===== src/hw/l1_mem_pkg.sv =====
// L1 data cache memory package
// cache geometry, address fields and the structs shared by the
// arbiter, the arrays, the hit stage and the top level
package l1_mem_pkg;

  //////////////////////////////////////////////////
  // geometry
  //////////////////////////////////////////////////

  localparam int unsigned NUM_WAYS       = 4;
  localparam int unsigned NUM_SETS       = 64;
  localparam int unsigned WORDS_PER_LINE = 4;
  localparam int unsigned WORD_WIDTH     = 64;

  localparam int unsigned IDX_WIDTH      = $clog2(NUM_SETS);
  localparam int unsigned WORD_SEL_WIDTH = $clog2(WORDS_PER_LINE);
  localparam int unsigned BYTE_OFF_WIDTH = $clog2(WORD_WIDTH / 8);
  localparam int unsigned OFF_WIDTH      = WORD_SEL_WIDTH + BYTE_OFF_WIDTH;
  localparam int unsigned TAG_WIDTH      = 20;

  //////////////////////////////////////////////////
  // types
  //////////////////////////////////////////////////

  typedef logic [NUM_WAYS-1:0] way_vec_t;

  typedef struct packed {
    logic                 valid;
    logic [TAG_WIDTH-1:0] tag;
  } tag_entry_t;

  // one data bank row holds the same word offset of every way
  typedef logic [NUM_WAYS-1:0][WORD_WIDTH-1:0]       bank_row_t;
  typedef logic [WORDS_PER_LINE-1:0][WORD_WIDTH-1:0] line_t;

  typedef struct packed {
    logic [TAG_WIDTH-1:0] tag;
    logic [IDX_WIDTH-1:0] idx;
    logic [OFF_WIDTH-1:0] off;
  } rd_req_t;

  typedef struct packed {
    way_vec_t             way_en;
    logic                 valid;
    logic [TAG_WIDTH-1:0] tag;
    logic [IDX_WIDTH-1:0] idx;
    line_t                data;
  } cl_wr_t;

  typedef struct packed {
    logic                  valid;
    logic                  hit;
    way_vec_t              hit_way;
    way_vec_t              vld_bits;
    logic [WORD_WIDTH-1:0] data;
  } rd_rsp_t;

  // word offset inside the line, drops the byte bits
  function automatic logic [WORD_SEL_WIDTH-1:0] word_sel(logic [OFF_WIDTH-1:0] off);
    return off[OFF_WIDTH-1:BYTE_OFF_WIDTH];
  endfunction

endpackage

===== src/hw/hit_select.sv =====
`timescale 1ns/1ps
// Lookup and hit stage
// keeps the context of the granted read for one cycle, compares the
// tags of all ways and picks the word of the hitting way
module hit_select
  import l1_mem_pkg::*;
(
  input  logic                            clk_i,
  input  logic                            rst_ni,
  input  logic                            rd_vld_i,
  input  rd_req_t                         rd_req_i,
  input  tag_entry_t [NUM_WAYS-1:0]       tag_i,
  input  bank_row_t  [WORDS_PER_LINE-1:0] row_i,
  output rd_rsp_t                         rsp_o
);

  logic                      vld_q;
  logic [TAG_WIDTH-1:0]      tag_q;
  logic [WORD_SEL_WIDTH-1:0] word_q;
  way_vec_t                  hit_way;
  way_vec_t                  vld_bits;
  bank_row_t                 row;
  logic [WORD_WIDTH-1:0]     data;

  //////////////////////////////////////////////////
  // lookup context
  //////////////////////////////////////////////////

  always_ff @(posedge clk_i or negedge rst_ni) begin
    if (!rst_ni) begin
      vld_q <= 1'b0;
    end else begin
      vld_q <= rd_vld_i;
    end
  end

  always_ff @(posedge clk_i) begin
    if (rd_vld_i) begin
      tag_q  <= rd_req_i.tag;
      word_q <= word_sel(rd_req_i.off);
    end
  end

  //////////////////////////////////////////////////
  // compare and select
  //////////////////////////////////////////////////

  for (genvar w = 0; w < NUM_WAYS; w++) begin : gen_cmp
    assign vld_bits[w] = vld_q & tag_i[w].valid;
    assign hit_way[w]  = vld_bits[w] & (tag_i[w].tag == tag_q);
  end

  assign row = row_i[word_q];

  // lowest hitting way wins, a miss leaves zero
  always_comb begin : p_word
    data = '0;
    for (int w = NUM_WAYS - 1; w >= 0; w--) begin
      if (hit_way[w]) begin
        data = row[w];
      end
    end
  end

  assign rsp_o = '{
    valid:    vld_q,
    hit:      |hit_way,
    hit_way:  hit_way,
    vld_bits: vld_bits,
    data:     data
  };

endmodule


===== config.mk =====
export PLATFORM = sky130hd
export DESIGN_NAME = hit_select
export DESIGN_NICKNAME = d
export VERILOG_FILES = /design/src/hw/l1_mem_pkg.sv /design/src/hw/hit_select.sv
export SDC_FILE = /design/constraint.sdc
export NUM_CORES = 1
export LEC_CHECK = 0
export BUFFER_PORTS_ARGS = -buffer_cell sky130_fd_sc_hd__buf_4
export CORE_AREA = 2 2 475 477
export CTS_CLUSTER_SIZE = 25
export DETAILED_ROUTE_END_ITERATION = 8
export DIE_AREA = 0 0 477 479
export PLACE_DENSITY = 0.3
export SYNTH_ARGS = -nofsm -noshare
export SYNTH_HDL_FRONTEND = slang
export SYNTH_SLANG_ARGS = --single-unit

===== constraint.sdc =====
create_clock -name clk_i -period 3.8 [get_ports clk_i]
set_clock_uncertainty 0.05 [all_clocks]
set_input_delay 0.19 -clock clk_i [delete_from_list [all_inputs] [get_ports clk_i]]
set_output_delay 0.19 -clock clk_i [all_outputs]
set_load 0.005 [all_outputs]

Word level (Yosys, flattened, before mapping) --
Index checks and enable logic that the tools add are counted. Widths: inputs -> output; s select.
Cells by class: add/sub/neg operators 0, bitwise logic cells 8, div/mod/pow operators 0, order comparisons 1, eq/ne operators 4, shift-type cells 0, muxes and demuxes 6, reduce and logical (&&, ||, !) cells 1, multipliers 0
Operators with widths (number):
- $bmux 256 s2 | 1
- $mux 256 | 1
- $mux 64 | 4
- $eq 20x20->1 | 4
- $and 1x1->1 | 8
- $reduce_or 4->1 | 1
- $lt 2x3->1 const B | 1
Storage, ports and cells: output and inout bits 74, bits in writable memories 0, latch bits 0, flip-flop bits (word level) 23, memories kept 0, ROM bits 0

Logic depth before layout (Yosys ltp) --
Gate-level depths: netlist of the first run.
depth in word-level cells 6, gate-level depth with buffers 10, mapped depth without buffers 7

Least setup slack after synthesis of the first run --
Ideal clock, no wire load.
path kind register to output, start register tag_q[2], end output rsp_o[10] in the netlist's numbering, arrival 1.893 ns, buffers on the path 3, cell stages (with the launch flop) 11, path slack 1.667 ns, path through edfxtp_1 > xor2_1 > nor4_1 > nand4_1 > or2_1 > buf_6 > inv_4 > buf_12 > buf_12 > a211oi_2 > o2bb2ai_1
RTL lines:
- start, declared | RTL line hit_select.sv:18 | logic [TAG_WIDTH-1:0] tag_q;
- start signal, assigned | RTL line hit_select.sv:39 | tag_q <= rd_req_i.tag;
- end, declared | RTL line hit_select.sv:14 | output rd_rsp_t rsp_o

==> results of run 1 <==
==> worst max-delay path: stages, from the launching register on <==
cell	delay, ps
edfxtp_1	600
xor2_1	240
nor4_1	450
and4_4	360
buf_4	420
and3_1	240
a211oi_1	60
o2bb2ai_2	450
buf_4	200
==> cell usage in the layout (no fill, tap or decap), types with 5 or more instances in the layout <==
cell type	n
a211oi_2	59
and3_1	65
buf_12	20
buf_4	1254
diode_2	70
dlygate4sd3_1	18
edfxtp_1	22
mux4_2	256
nand4_1	5
nor3b_1	63
nor4_1	9
o21ai_0	64
o2bb2ai_1	63
xnor2_1	19
xor2_1	61
==> power breakdown <==
| part | internal, W | leakage (nW) | switching [W] |
|---|---|---|---|
| logic | 0.00143 | 9.22 | 0.000940 |
| clock network | 0.000148 | 0.0386 | 0.000196 |
| registers | 0.000301 | 0.227 | 0.0000581 |
==> per-layer routing <==
metal  GRT usage [%]  vias to the layer above  wire length [um]
li1                -                     6168                 -
met1            21.8                     8092             87200
met2            28.1                     1508             93700
met3            14.2                      471             38100
met4            1.96                      252              3550
met5               0                        -              1660
==> metrics by stage <==
step / cells / cell area (um2) / setup WS (ps)
after CTS: 5012 / 23900 / 48.6
after global routing: 5021 / 23900 / 70.5
final: 5082 / 24000 / 195
after global placement: 4990 / 23600 / 138
after detailed placement: 4990 / 23600 / 147
after floorplan: 843 / 10700 / 1670
==> logic make-up (layout without fill, tap and decap cells) <==
kind of cell / Yosys count / in the layout / synth area share [%]
compound gates: 192 / 192 / 15.5
xor+xnor: 80 / 80 / 6.56
buf+inv: 123 / 1300 / 6.42
flops: 23 / 23 / 6.42
mux: 256 / 256 / 54.0
other cells: 0 / 70 / 0
simple gates: 169 / 169 / 11.1
==> flip-flops by register name, indices dropped and copies added (netlist names) <==
signal and cells:
vld_q 1, word_q 2, tag_q 20
==> worst max path at each step <==
stage                          from         to  slack (ps)  depth (start not counted)
after floorplan            tag_q[2]  rsp_o[10]        1670                         10
after global placement     tag_q[1]   rsp_o[2]         140                          8
after detailed placement   tag_q[1]   rsp_o[2]         150                          8
after CTS                  tag_q[1]   rsp_o[2]          50                          8
after global routing      tag_q[17]   rsp_o[2]          70                          9
final                     tag_q[17]   rsp_o[2]         200                          8
==> cell type report <==
type                    instances  share of cell area [%]
inverters                       4                  0.0937
flip-flops and latches         23                    2.85
diodes                         70                   0.729
multi-input cells             697                    38.9
well taps                    2992                    15.6
clock buffers                   4                   0.328
repair buffers               1292                    41.6
==> Yosys cell counts (6+ instances only) <==
master       n  area share, %
a211oi_2    59            6.9
and3_1      66            3.9
buf_12       6            1.1
buf_2       30            1.4
buf_4        7           0.49
buf_6        8           0.84
clkbuf_1    68            2.4
edfxtp_1    22            6.2
mux4_2     256             54
nor3b_1     63            4.4
nor4_1      10           0.59
o21ai_0     64            3.0
o2bb2ai_1   64            5.2
xnor2_1     19            1.6
xor2_1      61            5.0
==> what timing repair did <==
item                       4_1_cts  5_1_grt
gates resized for setup          1        1
hold endpoints to repair        18        0
setup endpoints to repair        1        1
hold buffers                    18        0
pin swaps                        0        0
==> results.sh, run 1 <==
export IMPL_status="finished clean"
export IMPL_synth_warnings=0
export IMPL_slew_violations=0
export IMPL_cts_root_buffer="clkbuf_16"
export IMPL_rsz0062_at_grt="no"
export IMPL_area_growth_pct=125
export IMPL_fin_crit_ps=3600
export IMPL_syn_inst=843
export IMPL_setup_tns_ps=0
export IMPL_core_area_um2=224000
export IMPL_regArea_um2=686
export IMPL_drive_gt1_share_pct=79.6
export IMPL_routabilityCongestion=0.925
export IMPL_die_y_um=479
export IMPL_clk_pin_slew_ps=120
export IMPL_drt_pass1_iterations=5
export IMPL_pin_count=1216
export IMPL_drv_cap=0
export IMPL_hold_class="primary input to flip-flop"
export IMPL_htreeDepth=1
export IMPL_tritoncts="done"
export IMPL_worst_setup_path_type="flip-flop to primary output"
export IMPL_initial_core_util_pct=4.78
export IMPL_fin_nets=3163
export IMPL_num_rows=174
export IMPL_ys_types=33
export IMPL_fmax_ghz=0.277
export IMPL_final_util_pct=10.8
export IMPL_whs_endpoint="word_q[1]"
export IMPL_cts_inserted_buffers=3
export IMPL_dieArea_um2=228000
export IMPL_drc=0
export IMPL_syn_cell_area_um2=10700
export IMPL_grt_max_degree=62
export IMPL_dp_hpwl_um=208000
export IMPL_ys_seq_elements=23
export IMPL_relSlewSlack_pct=31.3
export IMPL_post_cts_buffers=0
export IMPL_grt_use_total_pct=18.8
export IMPL_grt_pass1_vias=15900
export IMPL_ir_drop_mv=0.188
export IMPL_grt_first_pass_wirelength_um=260000
export IMPL_worstHoldPathCells=1
export IMPL_report_final_setup_viol=0
export IMPL_multi_input_area_um2=9340
export IMPL_min_from="rd_req_i[4]"
export IMPL_io_buffers=1206
export IMPL_synth_nets=1985
export IMPL_grt_overflow_total=0
export IMPL_powerDensity_nw_per_um2=128
export IMPL_period_share_pct=94.9
export IMPL_die_w_um=477
export IMPL_cts_sinks=23
export IMPL_avgSynthCellArea_um2=12.7
export IMPL_power_leakage_nw=9.49
export IMPL_path_max_fanout=31
export IMPL_synth_edf_count=22
export IMPL_clk_path_buf_depth=2
export IMPL_fillerInstances=25900
export IMPL_cp_start_kind="flip-flop"
export IMPL_antenna_left=0
export IMPL_power_w=0.00307
export IMPL_viasPerCell=3.24
export IMPL_seq_area_frac_synth_pct=6.42
export IMPL_vias=16500
export IMPL_drt_wl_total_um=224000
export IMPL_crit_required_ps=3560
export IMPL_async_flop_share_pct=4.35
export IMPL_hold_viol=0
export IMPL_cp_end_kind="primary output"
export IMPL_worstMarginPinSlew_ps=1020
export IMPL_post_drt_wl_per_cell_um=44.1
export IMPL_critPathArrivalTime_ps=3360
export IMPL_synthFlopType="edfxtp_1"
export IMPL_antenna_found_initial=379
export IMPL_holdWs_ps=9.32
export IMPL_drt_initial_drc_count=1411
Note: power is estimated with default switching activity, not from simulation.
==> run 2, diff against run 1 <==
Settings changed: CORE_AREA 2 2 475 477 to 2 2 474 476, DIE_AREA 0 0 477 479 to 0 0 476 478.
Clock period 3.8 ns to 4 ns, I/O delays scaled along.
==> results.sh, run 2 (synthesized netlist as in run 1, its figures left out) <==
export IMPL_status="finished clean"
export IMPL_dieArea_um2=228000
export IMPL_final_common_cell="buf_4"
export IMPL_hold_viol=0
export IMPL_antenna_left=0
export IMPL_dp_hpwl_um=208000
export IMPL_relSlewSlack_pct=40.9
export IMPL_ir_drop_mv=0.139
export IMPL_clk_path_buf_depth=2
export IMPL_critical_path_most_common_cell="buf_4"
export IMPL_largest_reg_flops=20
export IMPL_slew_violations=0
export IMPL_design_area_um2=23900
export IMPL_tritoncts="done"
export IMPL_core_area_um2=223000
export IMPL_path_max_fanout=38
export IMPL_worst_setup_path_type="flip-flop to primary output"
export IMPL_grt_overflow_total=0
export IMPL_fmax_ghz=0.267
export IMPL_post_drt_wl_per_cell_um=44.0
export IMPL_final_cell_mix="1,256 x buf_4, 256 x mux4_2, 65 x and3_1"
export IMPL_clk_pin_slew_ps=70
export IMPL_drt_initial_drc_count=1370
export IMPL_drv_cap=0
export IMPL_drt_wl_total_um=223000
export IMPL_hold_class="primary input to flip-flop"
export IMPL_cp_start_kind="flip-flop"
export IMPL_regArea_um2=686
export IMPL_cts_inserted_buffers=3
export IMPL_area_growth_pct=124
export IMPL_period_share_pct=93.5
export IMPL_path_delay_family="simple AND/OR/NAND/NOR gates"
export IMPL_largest_register="tag_q"
export IMPL_cpMaxStageDelayCell="edfxtp_1"
export IMPL_power_w=0.00287
export IMPL_setup_tns_ps=0
export IMPL_cp_end_kind="primary output"
export IMPL_grt_max_degree=56
export IMPL_rsz0062_at_grt="no"
export IMPL_drc=0
export IMPL_pin_count=1216
export IMPL_critical_path_buf_inv_count=3
export IMPL_die_y_um=478
export IMPL_vias=16400
export IMPL_crit_required_ps=3750
export IMPL_cp_depth=9
export IMPL_drive_gt1_share_pct=80.2
export IMPL_multi_input_area_um2=9330
export IMPL_grt_use_total_pct=18.6
export IMPL_drt_pass1_iterations=5
export IMPL_initial_core_util_pct=4.78
export IMPL_antenna_found_initial=338
export IMPL_crit_path_max_incr_delay_ps=570
export IMPL_worstMarginPinSlew_ps=886
export IMPL_path_cells="xor2_1 > nor4_1 > nand4_1 > or2_4 > inv_8 > buf_4 > a211oi_2 > o2bb2ai_1 > buf_4"
export IMPL_viasPerCell=3.24
export IMPL_place_area_um2=23700
export IMPL_num_rows=174
export IMPL_powerDensity_nw_per_um2=120
export IMPL_io_buffers=1206
export IMPL_final_util_pct=10.7
export IMPL_die_w_um=476
export IMPL_power_leakage_nw=9.47
export IMPL_htreeDepth=1
export IMPL_fin_crit_ps=3740
export IMPL_fin_nets=3152
export IMPL_cts_root_buffer="clkbuf_16"
export IMPL_grt_pass1_vias=16100
export IMPL_routabilityCongestion=0.925
export IMPL_fillerInstances=25800
export IMPL_grt_first_pass_wirelength_um=256000
export IMPL_critPathArrivalTime_ps=3490
export IMPL_cts_sinks=23
export IMPL_report_final_setup_viol=0
export IMPL_worstHoldPathCells=1
export IMPL_largestRegisters="tag_q (20), word_q (2), vld_q (1)"
==> run 2: cell count changes in the layout (fill, tap and decap cells not counted) <==
cell | previous run | this run
dlygate4sd3_1 | 18 | 1
diode_2 | 70 | 62
buf_12 | 20 | 24
buf_4 | 1254 | 1256
clkbuf_1 | 1 | 0
clkinv_2 | 0 | 1
inv_6 | 1 | 0
inv_8 | 0 | 1
nor4_1 | 9 | 10
nor4_2 | 2 | 1
o2bb2ai_1 | 63 | 64
o2bb2ai_2 | 1 | 0
==> run 2: cell type report <==
class                           instances  area share, %
Antenna cell                           62          0.648
Sequential cell                        23           2.86
Timing Repair Buffer                 1281           41.4
Multi-Input combinational cell        697           39.0
Tap cell                             2992           15.6
Inverter                                4          0.105
Clock inverter                          1         0.0209
Clock buffer                            3          0.314
==> run 2: worst paths after layout <==
| path | from | to |
|---|---|---|
| setup / recovery | tag_q[2] | rsp_o[54] |
| hold / removal | rd_req_i[21] | tag_q[10] |
| max in group asynchronous | rst_ni | vld_q |
| min in group asynchronous | rst_ni | vld_q |
==> run 2: per-stage QoR <==
stage / setup WS [ps] / hold WS (ps) / cells
2_1_floorplan: 1860 / -146 / 843
3_3_place_gp: 329 / -73.4 / 4996
3_5_place_dp: 298 / -74.0 / 4996
4_1_cts: 63.7 / 44.2 / 5001
5_1_grt: 29.2 / 41.9 / 5007
6_report: 259 / 47.3 / 5063
==> run 2: per-layer routing <==
| metal | vias up | share of wire [%] | track usage (%) |
|---|---|---|---|
| li1 | 6132 | - | - |
| met1 | 8161 | 40 | 22.2 |
| met2 | 1438 | 42 | 28.2 |
| met3 | 439 | 16 | 12.9 |
| met4 | 210 | 1.5 | 1.62 |
| met5 | - | 0.63 | 0 |
==> run 2: power breakdown <==
group          switching [W]  total [W]  internal (W)
Combinational       0.000923    0.00228       0.00136
Clock               0.000109   0.000244      0.000136
Sequential         0.0000538   0.000340      0.000286
==> run 2: repair_timing <==
| action | 4_1_cts | 5_1_grt |
|---|---|---|
| hold buffers | 1 | 0 |
| hold endpoints to repair | 1 | 0 |
| endpoints found under the setup margin | 1 | 0 |
| resized for setup | 1 | 0 |
| buffers inserted | 0 | 0 |
