File: src/hw/l1_mem_pkg.sv
// L1 data cache memory package
// cache geometry, address fields and the structs shared by the
// arbiter, the arrays, the hit stage and the top level
package l1_mem_pkg;

  //////////////////////////////////////////////////
  // geometry
  //////////////////////////////////////////////////

  localparam int unsigned NUM_WAYS       = 4;
  localparam int unsigned NUM_SETS       = 64;
  localparam int unsigned WORDS_PER_LINE = 4;
  localparam int unsigned WORD_WIDTH     = 64;

  localparam int unsigned IDX_WIDTH      = $clog2(NUM_SETS);
  localparam int unsigned WORD_SEL_WIDTH = $clog2(WORDS_PER_LINE);
  localparam int unsigned BYTE_OFF_WIDTH = $clog2(WORD_WIDTH / 8);
  localparam int unsigned OFF_WIDTH      = WORD_SEL_WIDTH + BYTE_OFF_WIDTH;
  localparam int unsigned TAG_WIDTH      = 20;

  //////////////////////////////////////////////////
  // types
  //////////////////////////////////////////////////

  typedef logic [NUM_WAYS-1:0] way_vec_t;

  typedef struct packed {
    logic                 valid;
    logic [TAG_WIDTH-1:0] tag;
  } tag_entry_t;

  // one data bank row holds the same word offset of every way
  typedef logic [NUM_WAYS-1:0][WORD_WIDTH-1:0]       bank_row_t;
  typedef logic [WORDS_PER_LINE-1:0][WORD_WIDTH-1:0] line_t;

  typedef struct packed {
    logic [TAG_WIDTH-1:0] tag;
    logic [IDX_WIDTH-1:0] idx;
    logic [OFF_WIDTH-1:0] off;
  } rd_req_t;

  typedef struct packed {
    way_vec_t             way_en;
    logic                 valid;
    logic [TAG_WIDTH-1:0] tag;
    logic [IDX_WIDTH-1:0] idx;
    line_t                data;
  } cl_wr_t;

  typedef struct packed {
    logic                  valid;
    logic                  hit;
    way_vec_t              hit_way;
    way_vec_t              vld_bits;
    logic [WORD_WIDTH-1:0] data;
  } rd_rsp_t;

  // word offset inside the line, drops the byte bits
  function automatic logic [WORD_SEL_WIDTH-1:0] word_sel(logic [OFF_WIDTH-1:0] off);
    return off[OFF_WIDTH-1:BYTE_OFF_WIDTH];
  endfunction

endpackage
File: src/hw/read_arbiter.sv
`timescale 1ns/1ps
// Read port arbiter
// high priority requests mask low priority ones, a round-robin
// pointer picks among the rest; nothing is granted during a line write
module read_arbiter
  import l1_mem_pkg::*;
#(
  parameter int unsigned NumPorts = 2
) (
  input  logic                   clk_i,
  input  logic                   rst_ni,
  input  logic    [NumPorts-1:0] req_i,
  input  logic    [NumPorts-1:0] prio_i,
  input  rd_req_t [NumPorts-1:0] addr_i,
  input  logic                   block_i,
  output logic    [NumPorts-1:0] ack_o,
  output logic                   gnt_vld_o,
  output rd_req_t                gnt_req_o
);

  localparam int unsigned IdxWidth = $clog2(NumPorts);

  logic [NumPorts-1:0] req_prio;
  logic [NumPorts-1:0] req_masked;
  logic [IdxWidth-1:0] ptr_d, ptr_q;
  logic [IdxWidth-1:0] gnt_idx;
  logic                found;

  //////////////////////////////////////////////////
  // priority masking
  //////////////////////////////////////////////////

  assign req_prio   = req_i & prio_i;
  assign req_masked = (|req_prio) ? req_prio : req_i;

  //////////////////////////////////////////////////
  // round-robin search
  //////////////////////////////////////////////////

  // first eligible port at or after the pointer, with wraparound
  always_comb begin : p_search
    int unsigned cand;
    found   = 1'b0;
    gnt_idx = '0;
    for (int unsigned i = 0; i < NumPorts; i++) begin
      cand = (int'(ptr_q) + i) % NumPorts;
      if (!found && req_masked[cand]) begin
        found   = 1'b1;
        gnt_idx = cand[IdxWidth-1:0];
      end
    end
  end

  assign gnt_vld_o = found & ~block_i;

  always_comb begin : p_ack
    ack_o = '0;
    if (gnt_vld_o) begin
      ack_o[gnt_idx] = 1'b1;
    end
  end

  // winning address goes to the arrays even when not valid
  assign gnt_req_o = addr_i[gnt_idx];

  //////////////////////////////////////////////////
  // pointer
  //////////////////////////////////////////////////

  always_comb begin : p_ptr
    ptr_d = ptr_q;
    if (gnt_vld_o) begin
      if (gnt_idx == IdxWidth'(NumPorts - 1)) begin
        ptr_d = '0;
      end else begin
        ptr_d = gnt_idx + 1'b1;
      end
    end
  end

  always_ff @(posedge clk_i or negedge rst_ni) begin
    if (!rst_ni) begin
      ptr_q <= '0;
    end else begin
      ptr_q <= ptr_d;
    end
  end

endmodule

File: config.mk
export PLATFORM = sky130hd
export DESIGN_NAME = read_arbiter
export DESIGN_NICKNAME = d
export VERILOG_FILES = /design/src/hw/l1_mem_pkg.sv /design/src/hw/read_arbiter.sv
export SDC_FILE = /design/constraint.sdc
export NUM_CORES = 1
export LEC_CHECK = 0
export BUFFER_PORTS_ARGS = -buffer_cell sky130_fd_sc_hd__buf_4
export CORE_MARGIN = 5
export CORE_UTILIZATION = 25
export CTS_CLUSTER_SIZE = 20
export DETAILED_ROUTE_END_ITERATION = 10
export PLACE_DENSITY = 0.77
export SYNTH_ARGS = -nofsm -noshare
export SYNTH_HDL_FRONTEND = slang
export SYNTH_SLANG_ARGS = --single-unit
File: constraint.sdc
create_clock -name clk_i -period 1.9 [get_ports clk_i]
set_clock_uncertainty 0.15 [all_clocks]
set_input_delay 0.095 -clock clk_i [delete_from_list [all_inputs] [get_ports clk_i]]
set_output_delay 0.095 -clock clk_i [all_outputs]
set_load 0.005 [all_outputs]
==> After elaboration in Yosys (flattened, before gate mapping) <==
Cells that the tools add are included.
{ "op_classes": {"muxes": 15, "order_cmp": 4, "reduce_logical": 4, "bitwise_logic": 3, "n_addsub": 2} }
{ "ops": {"columns": ["operator", "count"], "rows": [
  ["2-to-1 mux 31 bit", 2],
  ["2-to-1 mux 1 bit", 10],
  ["< comparator 1 x 2 -> 1 bit (second input constant)", 3],
  ["2-to-1 mux 2 bit", 2],
  ["adder 1 bit (second input constant)", 2],
  ["bitwise AND 2 bit", 1],
  ["logical AND 1 bit", 2],
  ["OR reduction 2 bit", 1],
  ["bitwise AND 1 bit", 1],
  ["demux 1 bit (select 1 bit)", 1],
  ["greater-or-equal comparator 1 bit (second input constant)", 1],
  ["zero test 1 bit", 1],
  ["NOT 1 bit", 1]
]} }
{ "word_totals": {"output_inout_bits": 34, "elab_cells": 29, "regBits": 1, "inputBits": 69} }

==> Depth between registers and ports, before layout <==
Gate-level depths: netlist of the first run.
{ "logic_depth": {"word_depth": 14, "ltp_mapped": 4, "depth_no_buf": 3} }

==> Worst setup path before layout of the first run <==
No wires, ideal clock.
{ "synth_timing": {"kind": "flip-flop to output port", "start": "register ptr_q", "end": "output port gnt_req_o[10] (netlist bit)", "slack_ps": 311, "n_path_buf": 1, "path_stages_with_launch": 4, "required_ps": 1655, "arrival_time_ps": 1344, "path_cell_list": "dfrtp_1 o311ai_4 buf_6 mux2_2"} }
{ "synth_rtl": {"columns": ["item", "line", "source"], "rows": [
  ["start: declaration", "read_arbiter.sv:25", "logic [IdxWidth-1:0] ptr_d, ptr_q;"],
  ["start signal: assignment", "read_arbiter.sv:85", "ptr_q <= ptr_d;"],
  ["end: declaration", "read_arbiter.sv:18", "output rd_req_t gnt_req_o"]
]} }

==> results of run 1 <==
timing repair:
item	4_1_cts	5_1_grt
endpoints found under the setup margin	0	0
hold buffers	1	0
resized for setup	0	0
endpoints found under the hold margin	1	0
routing by layer:
metal	GRT usage	wire length [um]	share of wire
met1	0.164	893	0.34
met2	0.307	1450	0.55
met3	0.0510	290	0.11
met4	0	0	0
met5	0	0	0
metrics by stage:
step | cell area (um2) | utilization | hold WS (ns)
floorplan | 519 | - | -0.351
global placement | 1310 | 0.669 | -0.278
detailed placement | 1310 | 0.669 | -0.275
CTS | 1320 | 0.674 | 0.279
global route | 1320 | 0.674 | 0.292
finish | 1320 | 0.674 | 0.276
logic make-up (layout without fill, tap and decap cells):
| group | count (synthesis) | in the layout | share of synthesized area |
|---|---|---|---|
| and+or+nand+nor | 10 | 10 | 0.0964 |
| AOI/OAI and AO/OA | 5 | 5 | 0.104 |
| muxes | 31 | 31 | 0.672 |
| buffers and inverters | 5 | 107 | 0.0795 |
| DFF | 1 | 1 | 0.0482 |
worst max-delay path, cell delays in order, from the launching register on:
cell and delay (ns):
dfrtp_1 0.42, o311ai_4 0.35, buf_4 0.25, mux2_2 0.34, buf_4 0.14
cells in the final DEF (no fill, tap or decap), drive strengths merged:
master	synthesis	final
nor2	5	5
buf	3	104
dlygate4sd3	0	1
mux2	31	31
dfrtp	1	1
nor3	1	1
nand2b	1	1
o311ai	1	1
o21ai	2	2
a221o	1	1
o21a	1	1
nand3b	1	1
nand2	1	1
inv	2	2
nor2b	1	1
power groups by stage:
stage / clock (mW) / sequential (mW) / combinational, mW
2_1_floorplan: 0 / 0.0311 / 0.143
3_3_place_gp: 0 / 0.0314 / 0.359
3_5_place_dp: 0 / 0.0321 / 0.369
4_1_cts: 0 / 0.0318 / 0.372
5_1_grt: 0 / 0.0329 / 0.392
6_report: 0 / 0.0321 / 0.368
final timing paths:
check / cells past startpoint / startpoint / slack [ns] / end
min: 2 / rst_ni / 0.28 / ptr_q
min reg2reg: 1 / ptr_q / 0.50 / ptr_q
min in group clk_i: 3 / block_i / 0.30 / ack_o[1]
max in group asynchronous: 2 / rst_ni / 1.24 / ptr_q
max reg2reg: 2 / ptr_q / 0.78 / ptr_q
max: 4 / ptr_q / 0.16 / gnt_req_o[17]
synth_stat cells (all sizes together):
cell type / number
a221o: 1
buf: 3
dfrtp: 1
inv: 2
mux2: 31
nand2: 1
nand2b: 1
nand3b: 1
nor2: 5
nor2b: 1
nor3: 1
o21a: 1
o21ai: 2
o311ai: 1
layout make-up:
class,instances,share of cell area
flip-flops and latches,1,0.0189
multi-input cells,46,0.342
inverters,2,0.00568
well taps,27,0.0255
repair buffers,105,0.607
==> results.py, run 1 <==
metrics = {
    "sta": {
        "setup_viol": 0,
        "fin_ws_ns": 0.157,
        "fmax_mhz": 574,
        "worstMarginPinSlew_ns": 0.282,
        "drv_slew": 0,
        "hold_viol_final": 0,
        "grt_setup_unrepaired": "false",
        "fin_setup_tns_ns": 0,
        "period_minus_slack_ns": 1.74,
        "fin_crit_sh": 0.917,
        "slew_headroom": 0.811,
    },
    "final_layout": {
        "fin_nets": 225,
        "layout-drive-gt1-share": 0.877,
        "multi_input_area_um2": 453,
        "top_register": "ptr_q",
        "stdcell_count": 181,
        "area_growth_pct": 155,
        "register_area_um2": 25.0,
        "largestRegisters": "ptr_q: 1 flops",
        "fill_cells": 159,
        "n_antenna_cell": 0,
        "largest_register_ff_count": 1,
    },
    "yosys": {
        "synth_nets": 121,
        "synth_cell_types": 15,
        "syn-cell-area_um2": 519,
        "synth.top_cell.area_share": 0.629,
        "yosys_warnings": 0,
        "yosysTopAreaCell": "mux2_2",
        "synth-seq-area-share": 0.0482,
        "synth.avg_cell_area_um2": 9.99,
        "ys_ff_latch": 1,
        "synthTopCellsByArea": "mux2_2 (63%), buf_6 (6.5%), o311ai_4 (5.1%)",
        "syn_inst": 52,
    },
    "power": {
        "switchingPower_mw": 0.119,
        "switching_share": 0.298,
        "pwr-share-seq": 0.080,
        "leakagePower_nw": 0.689,
        "pwr-share-comb": 0.920,
        "p_clk_frac": 0,
        "intPower_mw": 0.281,
        "p_per_area_mw_per_mm2": 302,
        "p_total_mw": 0.400,
        "ir_drop_uv": 226,
    },
    "job": {
        "max_cap_viol_count": 0,
    },
    "detailed_routing": {
        "routed_wl_um": 2630,
        "drt-vias-per-instance": 4.54,
        "dr.pass1.iters": 4,
        "drc": 0,
        "first_iter_violations": 7,
        "wire_per_inst_um": 14.6,
        "via_count": 822,
        "antenna_left": 0,
    },
    "min_path": {
        "min_path_type": "input port to asynchronous set/reset pin",
    },
    "die": {
        "rows": 16,
        "start_util": 0.265,
        "die-area_mm2": 0.00309,
        "die_x_um": 55.6,
        "coreArea_mm2": 0.00196,
        "die_h_um": 55.6,
        "io_pins": 103,
    },
    "critical_path": {
        "criticalPathCategory": "flop to output pin",
        "crit_required_ns": 1.65,
        "start_kind": "flop",
        "crit_arrival_ns": 1.50,
        "critPathMaxFanout": 10,
        "endpoint_kind": "output pin",
    },
    "placed_design": {
        "dp_hpwl_um": 2340,
        "port_buffers": 102,
        "pre_cts_slack_ns": 0.142,
        "gp_congestion": 0.868,
        "placed_cells": 180,
    },
    "global_routing": {
        "track_usage": 0.154,
        "grt_pass1_vias": 815,
        "grt_start_max_net_pins": 23,
        "grt_pass1_wl_um": 4030,
        "antenna_found_initial": 0,
        "overflow": 0,
    },
    "clock_network": {
        "clk_pin_slew_worst_paths_ns": 0,
        "clkLatencyLatePin_ns": 0,
        "postCtsSetupBuffers": 0,
    },
    "outcome": {
        "status": "complete, no violations",
    },
}
(Power assumes the default switching activity.)
==> run 2, diff against run 1 <==
- BUFFER_PORTS_ARGS: -buffer_cell sky130_fd_sc_hd__buf_4 -> default
- CORE_UTILIZATION: 25 -> 28
- DONT_BUFFER_PORTS: default -> 1
- PLACE_DENSITY: 0.77 -> 0.37
==> run 2 against run 1 <==
Cell count fell by 57%. Critical path depth is 1 lower. Sequential power about the same. Highest routed layer unchanged. Wire length is 26% lower. Core utilization is 36 points lower. Combinational power decreased by 58%. Maximum frequency up 4.6%. Register-to-register slack about the same. Final area down 59%.
==> results.py, run 2 (same netlist as run 1, synthesis figures left out) <==
metrics = {
    "sta": {
        "fmax_mhz": 600,
        "fin_crit_sh": 0.877,
        "drv_slew": 0,
        "worstMarginPinSlew_ns": 0.238,
        "period_minus_slack_ns": 1.67,
        "fin_ws_ns": 0.234,
        "hold_viol_final": 0,
        "grt_setup_unrepaired": "false",
        "fin_setup_tns_ns": 0,
        "slew_headroom": 0.841,
        "setup_viol": 0,
    },
    "global_routing": {
        "grt_pass1_vias": 453,
        "overflow": 0,
        "grt_start_max_net_pins": 21,
        "antenna_found_initial": 0,
        "track_usage": 0.109,
        "grt_pass1_wl_um": 2280,
    },
    "final_layout": {
        "layout_common_cells": "mux2_2 (29), nor2_1 (5)",
        "register_area_um2": 25.0,
        "fill_cells": 192,
        "largestRegisters": "ptr_q: 1 flops",
        "multi_input_area_um2": 453,
        "fin_nets": 123,
        "top_register": "ptr_q",
        "layout_commonest_cell": "mux2_2",
        "largest_register_ff_count": 1,
        "layout-drive-gt1-share": 0.635,
        "area_growth_pct": 4.34,
        "utilization": 0.310,
        "n_antenna_cell": 0,
    },
    "critical_path": {
        "cp_cell_sequence": "o311ai_4 > buf_4 > mux2_2",
        "rr_worst_depth": 2,
        "criticalPathCategory": "flop to output pin",
        "rr_startpoint": "ptr_q",
        "reg2reg_to": "ptr_q",
        "max_stage_delay_ns": 0.41,
        "worst-path-buf-inv": 1,
        "crit_required_ns": 1.65,
        "endpoint_kind": "output pin",
        "crit_arrival_ns": 1.42,
        "critPathTopFamily": "flip-flops",
        "reg2reg_slack_ns": 0.79,
        "start_kind": "flop",
        "cpMaxStageDelayCell": "dfrtp_1",
        "critPathMaxFanout": 20,
    },
    "detailed_routing": {
        "wire_per_inst_um": 25.5,
        "drc": 0,
        "first_iter_violations": 7,
        "routed_wl_um": 1960,
        "antenna_left": 0,
        "via_count": 437,
        "dr.pass1.iters": 4,
        "drt-vias-per-instance": 5.68,
    },
    "min_path": {
        "hold_depth": 1,
        "min_path_type": "input port to output pin",
        "min_from": "block_i",
        "holdPathEnd": "gnt_vld_o",
    },
    "placed_design": {
        "gp_congestion": 0.679,
        "port_buffers": 0,
        "pre_cts_slack_ns": 0.242,
    },
    "job": {
        "max_cap_viol_count": 0,
    },
    "outcome": {
        "status": "complete, no violations",
    },
    "power": {
        "switching_share": 0.406,
        "switchingPower_mw": 0.0762,
        "p_per_area_mw_per_mm2": 347,
        "leakagePower_nw": 0.193,
        "pwr-share-seq": 0.170,
        "pwr-share-comb": 0.830,
        "p_clk_frac": 0,
        "ir_drop_uv": 218,
        "intPower_mw": 0.112,
        "p_total_mw": 0.188,
    },
    "clock_network": {
        "ctsResizeCount": 0,
        "clkLatencyLatePin_ns": 0,
        "postCtsSetupBuffers": 0,
        "clk_pin_slew_worst_paths_ns": 0,
    },
    "die": {
        "coreArea_mm2": 0.00175,
        "io_pins": 103,
        "start_util": 0.297,
        "die-area_mm2": 0.00282,
        "die_x_um": 53.1,
        "rows": 15,
        "die_h_um": 53.1,
    },
}
run 2: per-layer routing:
layer,up-vias,track usage,part of all wire
met5,-,0,0
li1,198,-,-
met1,193,0.135,0.36
met2,46,0.209,0.53
met3,0,0.0113,0.11
met4,0,0,0
run 2: power groups by stage:
stage / Sequential, mW / Combinational [mW] / Clock (mW)
finish: 0.0319 / 0.156 / 0
global route: 0.0327 / 0.169 / 0
CTS: 0.0319 / 0.159 / 0
detailed placement: 0.0319 / 0.155 / 0
global placement: 0.0318 / 0.157 / 0
floorplan: 0.0311 / 0.143 / 0
run 2: what timing repair did:
action                     in CTS  in global routing
hold buffers                    1                  0
setup endpoints to repair       0                  0
hold endpoints to repair        1                  0
run 2: worst reg2reg max path, stage by stage (launching register included):
cell,delay (ns)
dfrtp_1,0.41
o21ai_0,0.12
a221o_1,0.30
run 2: final cells by class:
cell class | instances | share of cell area
multi-input cells | 46 | 0.836
flip-flops and latches | 1 | 0.0462
inverters | 2 | 0.0139
well taps | 25 | 0.0577
repair buffers | 3 | 0.0462
run 2: stage by stage:
| stage | area [um2] | hold slack (ns) | instances |
|---|---|---|---|
| 6_report | 542 | 0.0741 | 77 |
| 5_1_grt | 542 | 0.0769 | 77 |
| 4_1_cts | 542 | 0.0756 | 77 |
| 3_5_place_dp | 532 | -0.351 | 76 |
| 3_3_place_gp | 532 | -0.351 | 76 |
| 2_1_floorplan | 519 | -0.351 | 52 |
run 2: worst max-delay path by stage:
stage	cells past startpoint	slack, ns	from	endpoint
after floorplan	3	0.31	ptr_q	gnt_req_o[10]
after global placement	3	0.26	ptr_q	gnt_req_o[29]
after detailed placement	3	0.24	ptr_q	gnt_req_o[10]
after CTS	3	0.24	ptr_q	gnt_req_o[29]
after global routing	3	0.16	ptr_q	gnt_req_o[10]
final	3	0.23	ptr_q	gnt_req_o[9]
